### src/rtl/mult_data_pkg.sv
/*
  Multiply unit datapath definitions
  Operand, subword and accumulator vector types, the shift immediate
  and the signedness and subword select pairs, plus the lane counts
  of the dot-product unit.
*/
package mult_data_pkg;

  // Full operand and result word
  typedef logic [31:0] word_t;

  // One subword and its sign-extended form
  typedef logic [15:0] half_t;
  typedef logic [16:0] short_op_t;

  // Short multiply-accumulate result, two guard bits above the word
  typedef logic [33:0] short_acc_t;

  // Shift immediate
  typedef logic [4:0]  shamt_t;

  // Bit 1 belongs to operand B, bit 0 to operand A
  typedef logic [1:0]  signed_sel_t;
  typedef logic [1:0]  subword_sel_t;

  localparam int     HALF_W      = 16;
  // Partial product alignment in the upper-half steps
  localparam shamt_t MULH_SHIFT  = 5'd16;

  localparam int     DOT8_LANES  = 4;
  localparam int     DOT16_LANES = 2;

endpackage

### src/rtl/mult_dot_unit.sv
/*
  Dot-product unit
  Four 8-bit lanes or two 16-bit lanes of op_a and op_b multiplied
  pairwise, each lane signed or unsigned per operand, summed onto op_c.
  Results wrap to 32 bits.
*/
`timescale 1ns/1ps

module mult_dot_unit (
  input  mult_data_pkg::word_t       op_a_i,
  input  mult_data_pkg::word_t       op_b_i,
  input  mult_data_pkg::word_t       op_c_i,
  input  mult_data_pkg::signed_sel_t dot_signed_i,

  output mult_data_pkg::word_t       dot8_result_o,
  output mult_data_pkg::word_t       dot16_result_o
);

  import mult_data_pkg::*;

  // Byte lanes carry one extra bit for the sign extension
  logic [DOT8_LANES-1:0][HALF_W/2:0] dot8_op_a;
  logic [DOT8_LANES-1:0][HALF_W/2:0] dot8_op_b;
  word_t                             dot8_mul [DOT8_LANES];
  word_t                             dot8_sum;

  short_op_t                         dot16_op_a [DOT16_LANES];
  short_op_t                         dot16_op_b [DOT16_LANES];
  word_t                             dot16_mul  [DOT16_LANES];
  word_t                             dot16_sum;

  ////////////////////
  // 8-bit lanes
  ////////////////////

  always_comb begin
    dot8_sum = op_c_i;
    for (int i = 0; i < DOT8_LANES; i++) begin
      dot8_op_a[i] = {dot_signed_i[0] & op_a_i[(HALF_W/2)*i + HALF_W/2 - 1],
                      op_a_i[(HALF_W/2)*i +: HALF_W/2]};
      dot8_op_b[i] = {dot_signed_i[1] & op_b_i[(HALF_W/2)*i + HALF_W/2 - 1],
                      op_b_i[(HALF_W/2)*i +: HALF_W/2]};
      // Word-wide product keeps the sign of the lane result
      dot8_mul[i]  = $signed(dot8_op_a[i]) * $signed(dot8_op_b[i]);
      dot8_sum     = dot8_sum + dot8_mul[i];
    end
  end

  ////////////////////
  // 16-bit lanes
  ////////////////////

  always_comb begin
    dot16_sum = op_c_i;
    for (int i = 0; i < DOT16_LANES; i++) begin
      dot16_op_a[i] = {dot_signed_i[0] & op_a_i[HALF_W*i + HALF_W - 1],
                       op_a_i[HALF_W*i +: HALF_W]};
      dot16_op_b[i] = {dot_signed_i[1] & op_b_i[HALF_W*i + HALF_W - 1],
                       op_b_i[HALF_W*i +: HALF_W]};
      // Only the low word of each product matters after wrapping
      dot16_mul[i]  = $signed(dot16_op_a[i]) * $signed(dot16_op_b[i]);
      dot16_sum     = dot16_sum + dot16_mul[i];
    end
  end

  assign dot8_result_o  = dot8_sum;
  assign dot16_result_o = dot16_sum;

endmodule

### config.mk
export PLATFORM = sky130hd
export DESIGN_NAME = mult_dot_unit
export DESIGN_NICKNAME = d
export VERILOG_FILES = /design/src/rtl/mult_data_pkg.sv /design/src/rtl/mult_dot_unit.sv
export SDC_FILE = /design/constraint.sdc
export NUM_CORES = 2
export LEC_CHECK = 0
export BUFFER_PORTS_ARGS = -buffer_cell sky130_fd_sc_hd__buf_2
export CORE_AREA = 8 8 391 279
export DETAILED_ROUTE_END_ITERATION = 7
export DIE_AREA = 0 0 399 287
export MAX_ROUTING_LAYER = met4
export PLACE_DENSITY = 0.63
export SYNTH_ARGS = -nofsm -noshare
export SYNTH_HDL_FRONTEND = slang
export SYNTH_SLANG_ARGS = --single-unit
### constraint.sdc
create_clock -name vclk -period 10.6
set_input_delay 0.53 -clock vclk [all_inputs]
set_output_delay 0.53 -clock vclk [all_outputs]
set_load 0.01 [all_outputs]
; ---- Yosys cells after proc, flatten, opt, wreduce, memory -nomap -nowiden
; Index checks and enable logic that the tools add are counted.
; W data, S select, Z words.
[word_totals]
register_bits = 0
latch_bits = 0
mem_bits_rw = 0
romBits = 0
input_bits = 98
out_inout_bits = 64
elab_cells = 20
n_memories = 0
[op_classes]
n_addsub = 6
mul = 6
div = 0
magnitude_cmp = 0
n_eq_ne = 0
shift = 0
muxes = 0
bitwise = 8
reduce_logical = 0
[op_table]
columns = op, count
row1 = $add A32 B32 Y32, 6
row2 = $mul A9 B9 Y18, 4
row3 = $mul A17 B17 Y32, 2
row4 = $and A1 B1 Y1, 8

; ---- Logic depth before layout (Yosys ltp)
[logic_depth]
depth_word = 6
depth_mapped = 36
depth_no_buf = 35

; ---- Worst setup path before layout
; Ideal clock, no wire load.
[synth_path]
kind = input-to-output
from = input port op_b_i[23]
to = output port dot8_result_o[31]
arrival_ps = 9743
required_time_ps = 10070
path_slack_ps = 327
stages = 31
n_path_buf = 1
cell_sequence = clkbuf_1 > nand2_1 > or2_2 > fa_1 > fa_1 > inv_1 > fa_1 > fa_1 > inv_1 > fa_1 > inv_1 > ha_1 > o21a_1 > o31a_1 > o41a_1 > a211oi_1 > a21oi_1 > xnor2_2 > fa_1 > fa_1 > fa_1 > ha_1 > nor2_1 > nor2_1 > a221oi_1 > nand2_1 > o22a_2 > a221o_1 > a311oi_2 > xnor2_1 > xnor2_1
[synth_between]
elab_chain_len = 4
[synth_rtl]
columns = item, line_no
row1 = from (decl), mult_dot_unit.sv:11  ; input mult_data_pkg::word_t op_b_i,
row2 = $and A1 B1 Y1, mult_dot_unit.sv:41  ; dot8_op_b[i] = {dot_signed_i[1] & op_b_i[(HALF_W/2)*i + HALF_W/2 - 1],
row3 = $mul A9 B9 Y18 (*), mult_dot_unit.sv:44  ; dot8_mul[i] = $signed(dot8_op_a[i]) * $signed(dot8_op_b[i]);
row4 = $add A32 B32 Y32 (*) (2 in a row), mult_dot_unit.sv:45  ; dot8_sum = dot8_sum + dot8_mul[i];
row5 = to (decl), mult_dot_unit.sv:15  ; output mult_data_pkg::word_t dot8_result_o,
; Every way passes the cells marked *; elsewhere a longest branch is shown, timed or not.

; ---- Worst setup path after layout
[layout_path]
from = input port dot_signed_i[1]
to = output port dot8_result_o[31]
[layout_between]
elab_chain_len = 6
word_cells_on_any_way = 12
classes_between = add/sub (4) / mul (4) / bitwise (4)
[layout_rtl]
columns = item, line_no
row1 = from (decl), mult_dot_unit.sv:13  ; input mult_data_pkg::signed_sel_t dot_signed_i,
row2 = $and A1 B1 Y1, mult_dot_unit.sv:41
row3 = $mul A9 B9 Y18, mult_dot_unit.sv:44
row4 = $add A32 B32 Y32 (3 in a row), mult_dot_unit.sv:45
row5 = $add A32 B32 Y32 (*), mult_dot_unit.sv:45
; Marked as above.

==> impl_metrics.ini <==
[setup_path]
crit_path_top_delay_cell = fa_1
cp-end-kind = output pin
crit_family = adder cells
worstPathBufferInverterCount = 7
max_stage_delay_ns = 0.55
start_kind = primary input
crit_required_ns = 10.07
cp.arrival_ns = 9.71
critPathKind = in2out
cp_max_fo = 4
path_common_cell = fa_1

[global_routing]
overflow = 0
grt_max_degree = 28
grt_pass1_wl_microns = 165000
antenna_found_initial = 5
grt_pass1_vias = 27265
grt.total_usage = 0.191

[timing]
period_minus_slack_ns = 10.24
max_clock_freq_ghz = 0.0977
post-route-period-util = 0.966
hold_slack_ns = 1.59
maxSlewViolCount = 0
timing.final.hold_violations = 0
rsz0062_at_grt = no
fin_setup_tns_ns = 0
final-setup-viol-count = 0
tightest_slew_ns = 0.893
relSlewSlack = 0.400

[floorplan]
dieArea_sq_um = 115000
rows = 99
io_pins = 162
core_area_sq_um = 103000
die_w_microns = 399
die-height_microns = 287
initial_core_util = 0.346

[place]
place.gp.congestion = 0.958
place_area_sq_um = 38300
dp_hpwl_microns = 94800
port_buffers = 162

[cells_and_area]
nets = 5318
drive_gt1_frac = 0.0723
final_area_sq_um = 38400
design.seq.count = 0
nFillCells = 10467
area_growth_pct = 7.47
layout_commonest_cell = inv_1
clkbuf_count = 0
seq_area_sq_um = 0
final_cell_mix = inv_1 (1119), fa_1 (990), ha_1 (368)

[yosys]
synth_area_leader_cell = fa_1
synth_top_area_share = 0.555
netlist_area_sq_um = 35700
synth_cell_type_count = 56
syn_avg_cell_area_sq_um = 9.57
yosys_warnings = 0
synth_nets = 5186
syn_inst = 3730
synthTopCellsByArea = fa_1 (56%), ha_1 (13%), inv_1 (12%)
yosysSeqAreaShare = 0

[min_path]
worstHoldStart = op_c_i[0]
hold_depth = 4
hold_end = dot16_result_o[0]
hold_class = in2out

[routing]
ant_nets = 0
viasPerCell = 4.67
num_vias = 24433
wl_per_cell_microns = 19.6
drc = 0
drtIter0Drc = 1530
drt_pass1_iterations = 5
routed_wl_microns = 103000

[job]
max-cap-violations = 0

[clock_network]
cts_hold_buf = 0

[outcome]
status = finished, final reports clean
==> cells in the mapped netlist (26+ instances only) <==
| library cell | instances |
|---|---|
| a21o_1 | 30 |
| a21oi_1 | 69 |
| and2_1 | 229 |
| and3_1 | 32 |
| clkbuf_1 | 88 |
| fa_1 | 990 |
| ha_1 | 368 |
| inv_1 | 1120 |
| nand2_1 | 346 |
| nor2_1 | 53 |
| o21a_1 | 26 |
| or2_2 | 43 |
| xnor2_1 | 135 |
| xor2_1 | 30 |
==> stage by stage <==
stage | cells | utilization | setup slack, ns
global route | 5228 | 0.372 | 0.00352
global placement | 5221 | 0.372 | 0.184
CTS | 5221 | 0.372 | 0.0862
finish | 5228 | 0.372 | 0.364
floorplan | 3730 | - | 0.327
detailed placement | 5221 | 0.372 | 0.140
==> per-layer routing <==
layer | GRT usage | share of wire | vias up
met2 | 0.270 | 0.41 | 825
met4 | 0.0138 | 0.0087 | 0
met5 | - | 0 | -
met1 | 0.289 | 0.49 | 12525
met3 | 0.0443 | 0.098 | 52
li1 | - | - | 11031
==> kinds of logic after synthesis <==
kind of cell / Yosys count / share of synthesized area
AND/OR/NAND/NOR: 776 / 0.107
multiplexers: 1 / 0.000280
adder cells (fa/ha/maj): 1358 / 0.684
AO/OA/AOI/OAI: 218 / 0.0403
buffers and inverters: 1211 / 0.127
XOR/XNOR: 166 / 0.0409
==> final cells by class <==
| type | count | area (sq um) | area share |
|---|---|---|---|
| well taps | 1363 | 1710 | 0.0444 |
| diodes | 5 | 12.5 | 0.000326 |
| inverters | 1123 | 4220 | 0.110 |
| multi-input cells | 2519 | 31200 | 0.813 |
| repair buffers | 218 | 1230 | 0.0321 |
==> how the worst max path moves through the flow <==
| stage | start | to | slack (ns) | cells after the start |
|---|---|---|---|---|
| after floorplan | op_b_i[23] | dot8_result_o[31] | 0.33 | 31 |
| after global placement | dot_signed_i[1] | dot8_result_o[31] | 0.18 | 32 |
| after detailed placement | dot_signed_i[1] | dot8_result_o[31] | 0.14 | 32 |
| after CTS | dot_signed_i[1] | dot8_result_o[31] | 0.09 | 32 |
| after global routing | op_b_i[16] | dot8_result_o[31] | 0.004 | 36 |
| final | dot_signed_i[1] | dot8_result_o[31] | 0.36 | 34 |
==> repair_timing <==
item / 4_1_cts / 5_1_grt
endpoints found under the hold margin: 0 / 0
resized for setup: 0 / 8
buffers inserted: 0 / 2
endpoints found under the setup margin: 0 / 6
Power is left out: the tool's default activity adds up to more than one toggle a clock period on the data nets, which glitch-free logic cannot reach.
