<file path="src/rtl/mult_data_pkg.sv">
/*
  Multiply unit datapath definitions
  Operand, subword and accumulator vector types, the shift immediate
  and the signedness and subword select pairs, plus the lane counts
  of the dot-product unit.
*/
package mult_data_pkg;

  // Full operand and result word
  typedef logic [31:0] word_t;

  // One subword and its sign-extended form
  typedef logic [15:0] half_t;
  typedef logic [16:0] short_op_t;

  // Short multiply-accumulate result, two guard bits above the word
  typedef logic [33:0] short_acc_t;

  // Shift immediate
  typedef logic [4:0]  shamt_t;

  // Bit 1 belongs to operand B, bit 0 to operand A
  typedef logic [1:0]  signed_sel_t;
  typedef logic [1:0]  subword_sel_t;

  localparam int     HALF_W      = 16;
  // Partial product alignment in the upper-half steps
  localparam shamt_t MULH_SHIFT  = 5'd16;

  localparam int     DOT8_LANES  = 4;
  localparam int     DOT16_LANES = 2;

endpackage

</file>
<file path="src/rtl/mult_op_pkg.sv">
/*
  Multiply unit operation encodings
  Operator codes presented by the core and the state encoding of the
  multicycle upper-half multiply sequencer.
*/
package mult_op_pkg;

  ////////////////////
  // Operators
  ////////////////////

  typedef enum logic [3:0] {
    // 32-bit multiply-accumulate and multiply-subtract
    MUL_MAC32 = 4'b0000,
    MUL_MSU32 = 4'b0001,
    // 16-bit subword multiply, plain and rounded
    MUL_I     = 4'b0010,
    MUL_IR    = 4'b0011,
    // Dot products onto op_c
    MUL_DOT8  = 4'b0100,
    MUL_DOT16 = 4'b0101,
    // Upper half of the 64-bit product, multicycle
    MUL_H     = 4'b0110
  } mult_op_e;

  ////////////////////
  // MUL_H sequencer
  ////////////////////

  typedef enum logic [2:0] {
    IDLE   = 3'd0,
    STEP0  = 3'd1,
    STEP1  = 3'd2,
    STEP2  = 3'd3,
    FINISH = 3'd4
  } mulh_state_e;

endpackage

</file>
<file path="src/rtl/mult_short_datapath.sv">
/*
  Short multiplier datapath
  17x17 signed multiply of one selected half of each operand, added to
  op_c and an optional rounding value, then shifted right. Serves the
  subword multiplies and every step of the upper-half multiply.
*/
`timescale 1ns/1ps

module mult_short_datapath (
  input  mult_data_pkg::word_t        op_a_i,
  input  mult_data_pkg::word_t        op_b_i,
  input  mult_data_pkg::word_t        op_c_i,
  input  mult_op_pkg::mult_op_e       operator_i,
  input  mult_data_pkg::shamt_t       imm_i,
  input  logic                        short_subword_i,
  input  mult_data_pkg::signed_sel_t  short_signed_i,

  input  logic                        mulh_active_i,
  input  mult_data_pkg::shamt_t       step_imm_i,
  input  mult_data_pkg::subword_sel_t step_subword_i,
  input  mult_data_pkg::signed_sel_t  step_signed_i,
  input  logic                        step_shift_arith_i,
  input  logic                        carry_i,

  output mult_data_pkg::word_t        short_result_o,
  output logic                        mac_carry_o
);

  import mult_data_pkg::*;
  import mult_op_pkg::*;

  shamt_t       short_imm;
  subword_sel_t short_subword;
  signed_sel_t  short_signed;
  logic         short_shift_arith;

  half_t        half_a;
  half_t        half_b;
  short_op_t    short_op_a;
  short_op_t    short_op_b;
  logic [32:0]  short_op_c;
  short_acc_t   short_mul;
  short_acc_t   short_mac;
  short_acc_t   short_shifted;
  word_t        short_round_tmp;
  word_t        short_round;

  logic         mac_msb1;
  logic         mac_msb0;

  ////////////////////
  // Control select
  ////////////////////

  // Sequencer controls take over while MUL_H runs
  assign short_imm         = mulh_active_i ? step_imm_i         : imm_i;
  assign short_subword     = mulh_active_i ? step_subword_i     : {2{short_subword_i}};
  assign short_signed      = mulh_active_i ? step_signed_i      : short_signed_i;
  assign short_shift_arith = mulh_active_i ? step_shift_arith_i : short_signed_i[0];

  // Half of one shifted left by the immediate, MUL_IR only
  assign short_round_tmp = word_t'(1) << imm_i;
  assign short_round     = (operator_i == MUL_IR) ? {1'b0, short_round_tmp[31:1]} : '0;

  ////////////////////
  // Multiply-add
  ////////////////////

  assign half_a = short_subword[0] ? op_a_i[2*HALF_W-1:HALF_W] : op_a_i[HALF_W-1:0];
  assign half_b = short_subword[1] ? op_b_i[2*HALF_W-1:HALF_W] : op_b_i[HALF_W-1:0];

  assign short_op_a = {short_signed[0] & half_a[HALF_W-1], half_a};
  assign short_op_b = {short_signed[1] & half_b[HALF_W-1], half_b};

  // Saved carry acts as bit 32 of the running partial sum
  assign short_op_c = mulh_active_i ? {carry_i, op_c_i} : {op_c_i[31], op_c_i};

  assign short_mul = $signed(short_op_a) * $signed(short_op_b);
  assign short_mac = $signed(short_op_c) + $signed(short_mul) + $signed(short_round);

  // Upper-half steps keep the two guard bits, subword ops sign-fill from bit 31
  assign mac_msb1 = mulh_active_i ? short_mac[33] : short_mac[31];
  assign mac_msb0 = mulh_active_i ? short_mac[32] : short_mac[31];

  assign short_shifted = $signed({short_shift_arith & mac_msb1,
                                  short_shift_arith & mac_msb0,
                                  short_mac[31:0]}) >>> short_imm;

  assign short_result_o = short_shifted[31:0];
  assign mac_carry_o    = short_mac[32];

  // The sequencer only ever aligns by zero or a full half word
  always_comb begin
    if (mulh_active_i) begin
      a_step_imm: assert final (step_imm_i == '0 || step_imm_i == MULH_SHIFT)
        else $error("MUL_H step shift %0d out of range", step_imm_i);
    end
  end

endmodule

</file>
<file path="config.mk">
export PLATFORM = sky130hd
export DESIGN_NAME = mult_short_datapath
export DESIGN_NICKNAME = d
export VERILOG_FILES = /design/src/rtl/mult_data_pkg.sv /design/src/rtl/mult_op_pkg.sv /design/src/rtl/mult_short_datapath.sv
export SDC_FILE = /design/constraint.sdc
export NUM_CORES = 1
export LEC_CHECK = 0
export BUFFER_PORTS_ARGS = -buffer_cell sky130_fd_sc_hd__buf_2
export CORE_ASPECT_RATIO = 0.5
export CORE_MARGIN = 2
export CORE_UTILIZATION = 40
export DETAILED_ROUTE_END_ITERATION = 12
export GPL_ROUTABILITY_DRIVEN = 0
export SLEW_MARGIN = 10
export SYNTH_ARGS = -nofsm -noshare
export SYNTH_HDL_FRONTEND = slang
export SYNTH_SLANG_ARGS = --single-unit
export TNS_END_PERCENT = 10
</file>
<file path="constraint.sdc">
create_clock -name vclk -period 15.7
set_clock_uncertainty 0.2 [all_clocks]
set_input_delay 3.14 -clock vclk [all_inputs]
set_output_delay 3.14 -clock vclk [all_outputs]
set_load 0.02 [all_outputs]
</file>
# --- Yosys cells after proc, flatten, opt, wreduce, memory -nomap -nowiden ---
# Index checks and enable logic that the tools add are counted.
totals:
  in_bits: 120
  reg_bits: 0
classes:
  mul: 1
  n_bitwise: 4
  eq_ne: 1
  shifts: 2
  muxes: 10
  n_addsub: 2
ops:
  columns: ["cell", "count"]
  rows:
  - ["33-bit by 34-bit adder with 34-bit output", 1]
  - ["34-bit by 32-bit adder with 34-bit output", 1]
  - ["17-bit by 17-bit multiplier with 34-bit output", 1]
  - ["34-bit by 5-bit >>> shifter with 32-bit output", 1]
  - ["33-bit 2-to-1 mux", 1]
  - ["16-bit 2-to-1 mux", 2]
  - ["1-bit by 5-bit left shift with 32-bit output, first input constant", 1]
  - ["31-bit 2-to-1 mux", 1]
  - ["5-bit 2-to-1 mux", 1]
  - ["1-bit bitwise AND", 4]
  - ["4-bit by 2-bit == test with 1-bit output, second input constant", 1]
  - ["2-bit 2-to-1 mux", 2]
  - ["1-bit 2-to-1 mux", 3]

# --- Depth between registers and ports, before layout ---
logic_depth:
  depth_word: 9
  ltp_mapped: 31

# --- Least setup slack after synthesis ---
# No wires, ideal clock.
synth_timing:
  kind: "input port to output port"
  startpoint: "in mulh_active_i"
  endpoint: "out short_result_o[9]"
  arrival_ns: 11.619
  setup_slack_ns: 0.741
  required_time_ns: 12.360
  stages: 28
  cell_sequence: "buf_2 > buf_1 > a21oi_1 > mux2i_1 > a21oi_1 > clkbuf_1 > nand2_1 > inv_1 > fa_1 > fa_1 > fa_1 > fa_1 > inv_1 > fa_1 > inv_1 > fa_1 > ha_1 > ha_1 > clkbuf_1 > nand2_1 > o31ai_1 > nor3_1 > o22ai_2 > xor2_1 > o22ai_2 > a22oi_2 > a21oi_1 > a221oi_1"
synth_between:
  elab_chain_len: 9
  elab_cells_between_ends: 17
synth_lines:
  columns: ["element", "line", "source"]
  rows:
  - ["start: declaration", "mult_short_datapath.sv:18", "input logic mulh_active_i,"]
  - ["2-bit 2-to-1 mux", "mult_short_datapath.sv:57", "assign short_subword = mulh_active_i ? step_subword_i : {2{short_subword_i}};"]
  - ["16-bit 2-to-1 mux (on tied branches)", "mult_short_datapath.sv:69, mult_short_datapath.sv:70", null]
  - ["1-bit bitwise AND (on tied branches)", "mult_short_datapath.sv:72, mult_short_datapath.sv:73", null]
  - ["17-bit by 17-bit multiplier with 34-bit output", "mult_short_datapath.sv:78", "assign short_mul = $signed(short_op_a) * $signed(short_op_b);"]
  - ["33-bit by 34-bit adder with 34-bit output (*)", "mult_short_datapath.sv:79", "assign short_mac = $signed(short_op_c) + $signed(short_mul) + $signed(short_round);"]
  - ["34-bit by 32-bit adder with 34-bit output (*)", "mult_short_datapath.sv:79", null]
  - ["via mac_carry_o", "mult_short_datapath.sv:26", "output logic mac_carry_o"]
  - ["1-bit 2-to-1 mux (*)", "mult_short_datapath.sv:83", "assign mac_msb0 = mulh_active_i ? short_mac[32] : short_mac[31];"]
  - ["1-bit bitwise AND (*)", "mult_short_datapath.sv:86", "short_shift_arith & mac_msb0,"]
  - ["34-bit by 5-bit >>> shifter with 32-bit output (*)", "mult_short_datapath.sv:85", "assign short_shifted = $signed({short_shift_arith & mac_msb1,"]
  - ["end: declaration", "mult_short_datapath.sv:25", "output mult_data_pkg::word_t short_result_o,"]
# The timed path passes the listed nets; every way through them passes the cells marked *.

# --- Final worst setup path ---
layout_timing:
  startpoint: "in mulh_active_i"
  endpoint: "out short_result_o[2]"
layout_between:
  elab_chain_len: 9
  elab_cells_between_ends: 17
layout_lines:
  columns: ["element", "line"]
  rows:
  - ["2-bit 2-to-1 mux", "mult_short_datapath.sv:57"]
  - ["16-bit 2-to-1 mux (on tied branches)", "mult_short_datapath.sv:69, mult_short_datapath.sv:70"]
  - ["1-bit bitwise AND (on tied branches)", "mult_short_datapath.sv:72, mult_short_datapath.sv:73"]
  - ["17-bit by 17-bit multiplier with 34-bit output", "mult_short_datapath.sv:78"]
  - ["33-bit by 34-bit adder with 34-bit output", "mult_short_datapath.sv:79"]
  - ["34-bit by 32-bit adder with 34-bit output", "mult_short_datapath.sv:79"]
  - ["1-bit 2-to-1 mux (on tied branches)", "mult_short_datapath.sv:83, mult_short_datapath.sv:82"]
  - ["1-bit bitwise AND (on tied branches)", "mult_short_datapath.sv:86, mult_short_datapath.sv:85"]
  - ["34-bit by 5-bit >>> shifter with 32-bit output (*)", "mult_short_datapath.sv:85"]
# Every way passes the cells marked *; elsewhere a longest branch is shown, timed or not.

==> impl_metrics.yaml <==
floorplan:
  dieArea_um2: 41700
  io_pins: 153
  die_h_um: 145
  initial_core_util_pct: 40.8
  dieWidth_um: 287
  rows: 51
  core_area_um2: 39200
layout:
  multiInputGateArea_um2: 14400
  nClkBuffers: 0
  fillers: 3926
  seq_cell_count: 0
  regArea_um2: 0
  antenna_cells: 0
  nets: 2569
  mostFrequentLayoutCells: "369 x fa_1, 359 x inv_1, 226 x nand2_1"
  area_delta_synth_final_pct: 10.2
  layout_commonest_cell: "fa_1"
  drive_gt1_share_pct: 15.2
sta:
  setup_viol: 0
  maxSlewHeadroom_pct: 32.8
  worst_pin_slew_ps: 1010
  drv_slew: 0
  finalHoldViolations: 0
  rsz0062_at_grt: "no"
  finalCritPeriodShare_pct: 97.3
  fmax_mhz: 65.5
  fin_setup_tns_ps: 0
  period_minus_slack_ps: 15280
worst_setup_path:
  critPathMostFrequentCell: "fa_1"
  cp-start-kind: "primary input"
  critPathCaptureType: "primary output"
  cp.arrival_ps: 11940
  cp.buffers_inverters: 7
  cp_max_fo: 31
  slowest_stage: "fa_1"
  crit_required_ps: 12360
  critical_path_class: "primary input to primary output"
  max_stage_delay_ps: 590
  crit_family: "adder cells"
run:
  cap_violations: 0
synthesis:
  syn_area_um2: 16000
  yosysUniqueCellTypes: 78
  syn_nets: 2427
  avgSynthCellArea_um2: 8.73
  synth_seq_area_share_pct: 0
  postSynthCellCount: 1831
  yosys_warnings: 0
global_routing:
  grt_pass1_vias: 13401
  grt_pass1_wl_mm: 78.3
  grt_max_degree: 38
  antenna_found_initial: 0
  grt.overflow.total: 0
  gr-usage-all-layers_pct: 24.1
clocking:
  post_cts_buffers: 0
  cts_resized: 0
  ctsHoldBuffers: 0
detailed_routing:
  wl_per_cell_um: 19.7
  viasPerCell: 5.30
  routed_wl_mm: 49.3
  vias: 13249
  drt_iter0_markers: 1076
  ant_nets: 0
  drc: 0
  dr.pass1.iters: 5
worst_hold_path:
  hold_class: "primary input to primary output"
placement:
  io_buffers: 153
  dp_hpwl_mm: 43.4
run_status:
  outcome: "finished, final reports clean"
==> cells by family after synthesis <==
logic type | synth area share, %
and+or+nand+nor | 13.4
adders and majority gates | 54.6
buffers and inverters | 10.2
AOI/OAI and AO/OA | 11.3
muxes | 8.26
xor gates and xnor gates | 2.24
==> worst min-delay path, cell delays in order <==
cell,delay (ps)
buf_2,100
mux2i_2,60
buf_4,210
a21oi_1,150
a21oi_1,40
buf_2,160
==> final timing paths <==
path | startpoint | end | cells after the start
min | step_imm_i[3] | short_result_o[16] | 6
max | mulh_active_i | short_result_o[2] | 29
==> Yosys cell counts (22+ instances only) <==
| master | n | area, um2 |
|---|---|---|
| a211oi_1 | 22 | 165 |
| a21oi_1 | 50 | 250 |
| clkbuf_1 | 53 | 199 |
| fa_1 | 369 | 7390 |
| ha_1 | 107 | 1340 |
| inv_1 | 359 | 1350 |
| mux2_2 | 46 | 518 |
| mux2i_1 | 78 | 781 |
| nand2_1 | 226 | 848 |
| nor2_1 | 199 | 747 |
| o21ai_0 | 27 | 135 |
| xnor2_1 | 25 | 219 |
==> metrics by stage <==
step | cell area, um2 | setup slack [ps] | util [%] | instances | hold WS [ps]
finish | 17600 | 425 | 45.0 | 2501 | 6810
floorplan | 16000 | 741 | - | 1831 | 6510
global route | 17600 | 13.5 | 45.0 | 2501 | 6840
global placement | 17600 | 529 | 44.9 | 2501 | 6810
CTS | 17600 | 428 | 44.9 | 2501 | 6800
detailed placement | 17600 | 463 | 44.9 | 2501 | 6790
==> layer usage <==
layer / track usage (%) / share of wire, % / vias to the layer above
met5: 0 / 0 / -
met4: 3.67 / 2.1 / 0
met3: 4.97 / 8.4 / 44
met2: 35.4 / 42 / 487
met1: 37.1 / 48 / 6613
li1: - / - / 6105
==> cell type report <==
class | instances | area share, %
inverter | 359 | 7.65
tap | 530 | 3.76
multi-input combinational | 1405 | 81.9
timing repair buffer | 207 | 6.65
Power is not shown: default switching activity piles up to over one toggle a cycle in this logic, so the estimate is an artifact.
