===== config.mk =====
export PLATFORM = sky130hd
export DESIGN_NAME = mult_mulh_ctrl
export DESIGN_NICKNAME = d
export VERILOG_FILES = /design/src/rtl/mult_data_pkg.sv /design/src/rtl/mult_op_pkg.sv /design/src/rtl/mult_mulh_ctrl.sv
export SDC_FILE = /design/constraint.sdc
export NUM_CORES = 1
export LEC_CHECK = 0
export CAP_MARGIN = 20
export CORE_AREA = 2 2 39 41
export DETAILED_ROUTE_END_ITERATION = 10
export DIE_AREA = 0 0 41 43
export DONT_BUFFER_PORTS = 1
export SETUP_SLACK_MARGIN = 0.1
export SYNTH_ARGS = -nofsm -noshare
export SYNTH_HDL_FRONTEND = slang
export SYNTH_SLANG_ARGS = --single-unit

===== constraint.sdc =====
create_clock -name clk -period 2.7 [get_ports clk]
set_clock_uncertainty 0.1 [all_clocks]
set_input_delay 0.54 -clock clk [delete_from_list [all_inputs] [get_ports clk]]
set_output_delay 0.54 -clock clk [all_outputs]
set_load 0.01 [all_outputs]

===== src/rtl/mult_data_pkg.sv =====
/*
  Multiply unit datapath definitions
  Operand, subword and accumulator vector types, the shift immediate
  and the signedness and subword select pairs, plus the lane counts
  of the dot-product unit.
*/
package mult_data_pkg;

  // Full operand and result word
  typedef logic [31:0] word_t;

  // One subword and its sign-extended form
  typedef logic [15:0] half_t;
  typedef logic [16:0] short_op_t;

  // Short multiply-accumulate result, two guard bits above the word
  typedef logic [33:0] short_acc_t;

  // Shift immediate
  typedef logic [4:0]  shamt_t;

  // Bit 1 belongs to operand B, bit 0 to operand A
  typedef logic [1:0]  signed_sel_t;
  typedef logic [1:0]  subword_sel_t;

  localparam int     HALF_W      = 16;
  // Partial product alignment in the upper-half steps
  localparam shamt_t MULH_SHIFT  = 5'd16;

  localparam int     DOT8_LANES  = 4;
  localparam int     DOT16_LANES = 2;

endpackage


===== src/rtl/mult_op_pkg.sv =====
/*
  Multiply unit operation encodings
  Operator codes presented by the core and the state encoding of the
  multicycle upper-half multiply sequencer.
*/
package mult_op_pkg;

  ////////////////////
  // Operators
  ////////////////////

  typedef enum logic [3:0] {
    // 32-bit multiply-accumulate and multiply-subtract
    MUL_MAC32 = 4'b0000,
    MUL_MSU32 = 4'b0001,
    // 16-bit subword multiply, plain and rounded
    MUL_I     = 4'b0010,
    MUL_IR    = 4'b0011,
    // Dot products onto op_c
    MUL_DOT8  = 4'b0100,
    MUL_DOT16 = 4'b0101,
    // Upper half of the 64-bit product, multicycle
    MUL_H     = 4'b0110
  } mult_op_e;

  ////////////////////
  // MUL_H sequencer
  ////////////////////

  typedef enum logic [2:0] {
    IDLE   = 3'd0,
    STEP0  = 3'd1,
    STEP1  = 3'd2,
    STEP2  = 3'd3,
    FINISH = 3'd4
  } mulh_state_e;

endpackage


===== src/rtl/mult_mulh_ctrl.sv =====
/*
  Upper-half multiply sequencer
  Builds the upper 32 bits of a 32x32 product from four 16x16 partial
  products on the short datapath, saving the carry between steps, and
  drives the ready and multicycle handshake to the pipeline.
*/
`timescale 1ns/1ps

module mult_mulh_ctrl (
  input  logic                        clk,
  input  logic                        rst_n,

  input  logic                        enable_i,
  input  mult_op_pkg::mult_op_e       operator_i,
  input  mult_data_pkg::signed_sel_t  short_signed_i,
  input  logic                        ex_ready_i,
  input  logic                        mac_carry_i,

  output logic                        mulh_active_o,
  output mult_data_pkg::shamt_t       step_imm_o,
  output mult_data_pkg::subword_sel_t step_subword_o,
  output mult_data_pkg::signed_sel_t  step_signed_o,
  output logic                        step_shift_arith_o,
  output logic                        carry_o,
  output logic                        ready_o,
  output logic                        multicycle_o
);

  import mult_data_pkg::*;
  import mult_op_pkg::*;

  mulh_state_e mulh_state_q;
  mulh_state_e mulh_state_d;

  logic        carry_q;
  logic        carry_save;
  logic        carry_clear;

  ////////////////////
  // Step decode
  ////////////////////

  always_comb begin
    mulh_state_d       = mulh_state_q;
    mulh_active_o      = 1'b1;
    step_imm_o         = '0;
    step_subword_o     = 2'b00;
    step_signed_o      = 2'b00;
    step_shift_arith_o = 1'b0;
    carry_save         = 1'b0;
    carry_clear        = 1'b0;
    ready_o            = 1'b0;
    multicycle_o       = 1'b0;

    case (mulh_state_q)
      IDLE: begin
        mulh_active_o = 1'b0;
        ready_o       = 1'b1;
        if (enable_i && (operator_i == MUL_H)) begin
          ready_o      = 1'b0;
          mulh_state_d = STEP0;
        end
      end

      // AL*BL, unsigned and never overflows, aligned down by 16
      STEP0: begin
        multicycle_o = 1'b1;
        step_imm_o   = MULH_SHIFT;
        mulh_state_d = STEP1;
      end

      // AL*BH, signed with B; 33-bit sum so the carry is kept
      STEP1: begin
        multicycle_o       = 1'b1;
        step_signed_o      = {short_signed_i[1], 1'b0};
        step_subword_o     = 2'b10;
        step_shift_arith_o = 1'b1;
        carry_save         = 1'b1;
        mulh_state_d       = STEP2;
      end

      // AH*BL, signed with A; guard bits shift back so the carry goes
      STEP2: begin
        multicycle_o       = 1'b1;
        step_signed_o      = {1'b0, short_signed_i[0]};
        step_subword_o     = 2'b01;
        step_imm_o         = MULH_SHIFT;
        step_shift_arith_o = 1'b1;
        carry_save         = 1'b1;
        carry_clear        = 1'b1;
        mulh_state_d       = FINISH;
      end

      // AH*BH completes the upper word, held until the pipeline takes it
      FINISH: begin
        step_signed_o  = short_signed_i;
        step_subword_o = 2'b11;
        ready_o        = 1'b1;
        if (ex_ready_i) begin
          mulh_state_d = IDLE;
        end
      end

      default: begin
        mulh_state_d = IDLE;
      end
    endcase
  end

  ////////////////////
  // State and carry
  ////////////////////

  always_ff @(posedge clk or negedge rst_n) begin
    if (!rst_n) begin
      mulh_state_q <= IDLE;
      carry_q      <= 1'b0;
    end else begin
      mulh_state_q <= mulh_state_d;
      if (carry_save) begin
        carry_q <= ~carry_clear & mac_carry_i;
      end else if (ex_ready_i) begin
        // Next instruction starts with a clean carry
        carry_q <= 1'b0;
      end
    end
  end

  assign carry_o = carry_q;

  a_ready_excl: assert property (@(posedge clk) disable iff (!rst_n)
    !(ready_o && multicycle_o));

  a_finish_exit: assert property (@(posedge clk) disable iff (!rst_n)
    (mulh_state_q == FINISH && ex_ready_i) |=> (mulh_state_q == IDLE));

endmodule


After elaboration in Yosys (flattened, before gate mapping)
Index checks and enable logic that the tools add are counted.
Storage, ports and cells
  bits in registers: 4
  bits in latches: 0
  memory bits (writable): 0
  memory bits (read-only): 0
  input bits: 11
  output and inout port bits: 14
  logic and storage cells: 32
  memories: 0
Cells by class
  add/sub/neg operators: 0
  multipliers: 0
  divide/modulo/power cells: 0
  $lt $le $gt $ge: 0
  equal/unequal tests: 7
  shifts and indexed selects: 0
  muxes and demuxes: 14
  bitwise operators: 2
  reduce and logical (&&, ||, !) cells: 7
Operator list (count)
  $pmux W3 S5: 1
  $pmux W2 S3: 2
  $mux W1: 7
  $eq A3 B2 Y1 const B: 2
  $mux W3: 2
  $mux W5: 1
  $eq A4 B3 Y1 const B: 1
  $ne A2 B2 Y1 const B: 2
  $reduce_or A2 Y1: 2
  $eq A3 B1 Y1 const B: 1
  $eq A3 B3 Y1 const B: 1
  $logic_not A3 Y1: 1
  $reduce_or A3 Y1: 1
  $pmux W1 S2: 1
  $reduce_and A2 Y1: 1
  $reduce_bool A2 Y1: 1
  $and A1 B1 Y1: 1
  $logic_and A1 B1 Y1: 1
  $not A1 Y1: 1

Depth between registers and ports, before layout
  word-level depth: 5
  mapped depth: 3
  gate-level depth less buffers: 2

Least setup slack after synthesis
OpenSTA, ideal clock, no wires.
  path kind: input-to-output
  from: in operator_i[1]
  to: out ready_o
  arrival: 1.057 ns
  data required time: 2.060 ns
  path slack: 1.003 ns
  cell stages on the path: 2
  buffers on the path: 0
  path through: nor4b_4 a311oi_1
On the way
  word-level cells in the longest chain between the ends: 4
Ends and longest elaborated chain
  start: declaration: RTL line mult_mulh_ctrl.sv:14  | input mult_op_pkg::mult_op_e operator_i,
  $eq A4 B3 Y1: RTL line mult_mulh_ctrl.sv:59  | if (enable_i && (operator_i == MUL_H)) begin
  $logic_and A1 B1 Y1: RTL line mult_mulh_ctrl.sv:59
  $mux W1: RTL line mult_mulh_ctrl.sv:59
  $pmux W1 S2: RTL line mult_mulh_ctrl.sv:55  | case (mulh_state_q)
  end: declaration: RTL line mult_mulh_ctrl.sv:25  | output logic ready_o,
No other way between the ends.

Worst setup path after layout
  from: reg mulh_state_q[2]
  to: out step_subword_o[0]
On the way
  word-level cells in the longest chain between the ends: 2
Ends and longest elaborated chain
  start: declaration: RTL line mult_mulh_ctrl.sv:32  | mulh_state_e mulh_state_q;
  start signal: assignment: RTL line mult_mulh_ctrl.sv:119  | mulh_state_q <= mulh_state_d;
  $eq A3 B3 Y1 / $eq A3 B2 Y1 (equally long branches): RTL line mult_mulh_ctrl.sv:55
  $pmux W2 S3 (*): RTL line mult_mulh_ctrl.sv:55
  end: declaration: RTL line mult_mulh_ctrl.sv:21  | output mult_data_pkg::subword_sel_t step_subword_o,
Mark *: on every way between the ends. The rest lies on a longest branch, timed or not.

==> qor.yml <==
global_route:
  antenna_found_initial: 0
  grt_pass1_wl_um: 986
  grt_pass1_vias: 244
  grt_usage: 0.0916
  grt_max_degree: 12
  grt_remaining_overflow: 0
clock_network:
  clk_pin_slew_worst_paths_ns: 0.04
  cts_tree: "done"
  cts_sinks: 4
  clock_latency_ns: 0.23
  cts.path.max_buffers: 2
  post-cts-setup-buffers: 0
  cts_inserted_buffers: 3
  cts-root-buf: "clkbuf_4"
  htree_levels: 1
drt:
  vias_per_cell: 4.54
  met3_length_um: 46
  drc_errors: 0
  wire_per_inst_um: 12.2
  first_iter_violations: 2
  dr.pass1.iters: 5
  ant_nets: 0
  finalWirelength_um: 634
  wl_met2_um: 341
  vias: 236
  wl_met1_um: 228
  topRoutingLayerUsed: "met4"
synthesis:
  avgSynthCellArea_um2: 9.24
  yosysSeqAreaShare: 0.301
  syn_inst: 36
  synthDistinctLibCells: 22
  synth-seq-cells: 4
  synth_area_um2: 333
  yosys_warnings: 0
power:
  swShare: 0.473
  clockPowerShare: 0.173
  power_density_nw_per_um2: 1220
  p_switching_uw: 199
  p_comb_frac: 0.463
  p_int_uw: 222
  p_leak_uw: 0.000149
  peakVddDrop_mv: 0.287
  seq_power_share: 0.364
layout:
  area_growth_pct: 3.76
  nets: 49
  antennaDiodeCount: 0
  instances_no_fill: 52
  final_util: 0.250
  drive_gt1_frac: 0.194
  fin_area_um2: 345
placement:
  gp_congestion: 0.682
  dpl-instance-area_um2: 313
  io_buffers: 0
  post-dp-hpwl_um: 479
  post-place-cells: 48
floorplanning:
  rows: 14
  die_y_um: 43
  dieArea_um2: 1760
  die_w_um: 41
  boundaryPins: 25
  core_um2: 1380
  start_util: 0.241
timing:
  finalCritPeriodShare: 0.725
  fmax_ghz: 0.511
  timing_hold_violations_final: 0
  post-route-min-period_ns: 1.96
  setup_viol: 0
  whs_ns: 0.382
  finalMaxSlewViolations: 0
  fin_tns_setup_ns: 0
  rsz0062_at_grt: "false"
setup_path:
  end_kind: "output pin"
  worstPathMaxFanout: 11
  worstReg2RegEnd: "mulh_state_q[0]$_DFFE_PN0P_"
  reg2regPathDepth: 2
  crit_path_max_incr_delay_ns: 0.54
  worstSetupPathType: "reg2out"
  worst_ep_arrival_time_ns: 1.32
  critical_path.slowest_cell: "dfrtp_1"
  crit_cells: 2
  worstSetupStartpointType: "flop"
  critPathTopFamily: "flip-flops"
  path_cells: "and3b_2 -> or2_1"
  crit_buf_inv: 0
  rr_startpoint: "mulh_state_q[2]$_DFFE_PN0P_"
  worstPathRequired_ns: 2.06
  r2r_slack_ns: 1.42
min_path:
  hold_depth: 1
  min_path_type: "in2reg"
  min_from: "enable_i"
  whs_endpoint: "mulh_state_q[0]$_DFFE_PN0P_"
run_status:
  status: "finished clean"
flow_run:
  cap_violations: 0
==> cell usage after synthesis <==
master | instances | area (um2)
nor2_1 | 5 | 18.8
a311oi_1 | 1 | 8.76
buf_2 | 2 | 10.0
buf_6 | 1 | 11.3
nand4bb_1 | 1 | 11.3
inv_1 | 2 | 7.51
or3_1 | 1 | 6.26
buf_4 | 4 | 30.0
a32o_1 | 1 | 10.0
o21ai_0 | 1 | 5.00
and2b_2 | 1 | 8.76
xnor2_1 | 2 | 17.5
or2_1 | 1 | 6.26
nand2b_1 | 1 | 6.26
nor3b_1 | 2 | 15.0
dfrtp_1 | 4 | 100
a31o_2 | 1 | 8.76
and3b_2 | 1 | 10.0
conb_1 | 1 | 3.75
nor4b_4 | 1 | 23.8
nor2b_1 | 1 | 6.26
o21a_1 | 1 | 7.51
==> how the worst max path moves through the flow <==
stage | start | end
3_5_place_dp | operator_i[1] | ready_o
4_1_cts | mulh_state_q[2]$_DFFE_PN0P_ | ready_o
2_1_floorplan | operator_i[1] | ready_o
6_report | mulh_state_q[2]$_DFFE_PN0P_ | step_subword_o[0]
3_3_place_gp | operator_i[1] | ready_o
5_1_grt | mulh_state_q[2]$_DFFE_PN0P_ | ready_o
==> what timing repair did <==
action | CTS | global route
resized for setup | 0 | 0
hold buffers | 1 | 0
endpoints found under the hold margin | 4 | 0
==> power groups by stage <==
stage                     combinational [uW]  clock (uW)  sequential (uW)
after floorplan                          242           0              102
after global placement                   194           0              153
after detailed placement                 196           0              156
after CTS                                200        76.9              154
after global routing                     218        77.7              161
final                                    195        72.7              153
==> flip-flops by register name, summed over array words and instances (netlist names) <==
name / flops
carry_o: 1
mulh_state_q: 3
==> cell families after synthesis <==
| group | synth area share |
|---|---|
| compound gates | 0.120 |
| xor+xnor | 0.0526 |
| buf+inv | 0.177 |
| flops | 0.301 |
| other cells | 0.0113 |
| simple gates | 0.338 |
==> metal layers <==
metal | GRT usage | up-vias
met5 | 0 | -
met4 | 0.120 | 0
met3 | 0.0419 | 2
met2 | 0.116 | 11
met1 | 0.0909 | 109
li1 | - | 114
==> layout by cell type, fill, tap and decap left out <==
master / count
conb_1: 4
xnor2_1: 2
nor3b_1: 2
or2_1: 1
and3b_2: 1
nor4b_4: 1
nor2b_1: 1
and2b_2: 1
nand4bb_1: 1
a311oi_1: 1
o21ai_0: 1
nor2_1: 5
o21a_1: 1
a32o_1: 1
or3_1: 1
clkbuf_4: 3
inv_1: 2
nand2b_1: 1
dfrtp_1: 4
a31o_2: 1
dlygate4sd3_1: 1
==> through the flow <==
| stage | power [uW] | setup slack [ns] |
|---|---|---|
| CTS | 431 | 0.716 |
| floorplan | 343 | 1.00 |
| global route | 457 | 0.667 |
| finish | 421 | 0.742 |
| global placement | 347 | 0.961 |
| detailed placement | 352 | 0.955 |
==> final cells by class <==
| class | count | area, um2 |
|---|---|---|
| Fill cell | 160 | 1040 |
| Timing Repair Buffer | 1 | 10.0 |
| Sequential cell | 4 | 100 |
| Clock buffer | 3 | 22.5 |
| Multi-Input combinational cell | 26 | 185 |
| Tap cell | 16 | 20.0 |
| Inverter | 2 | 7.51 |
Power figures use the tool's default switching activity.
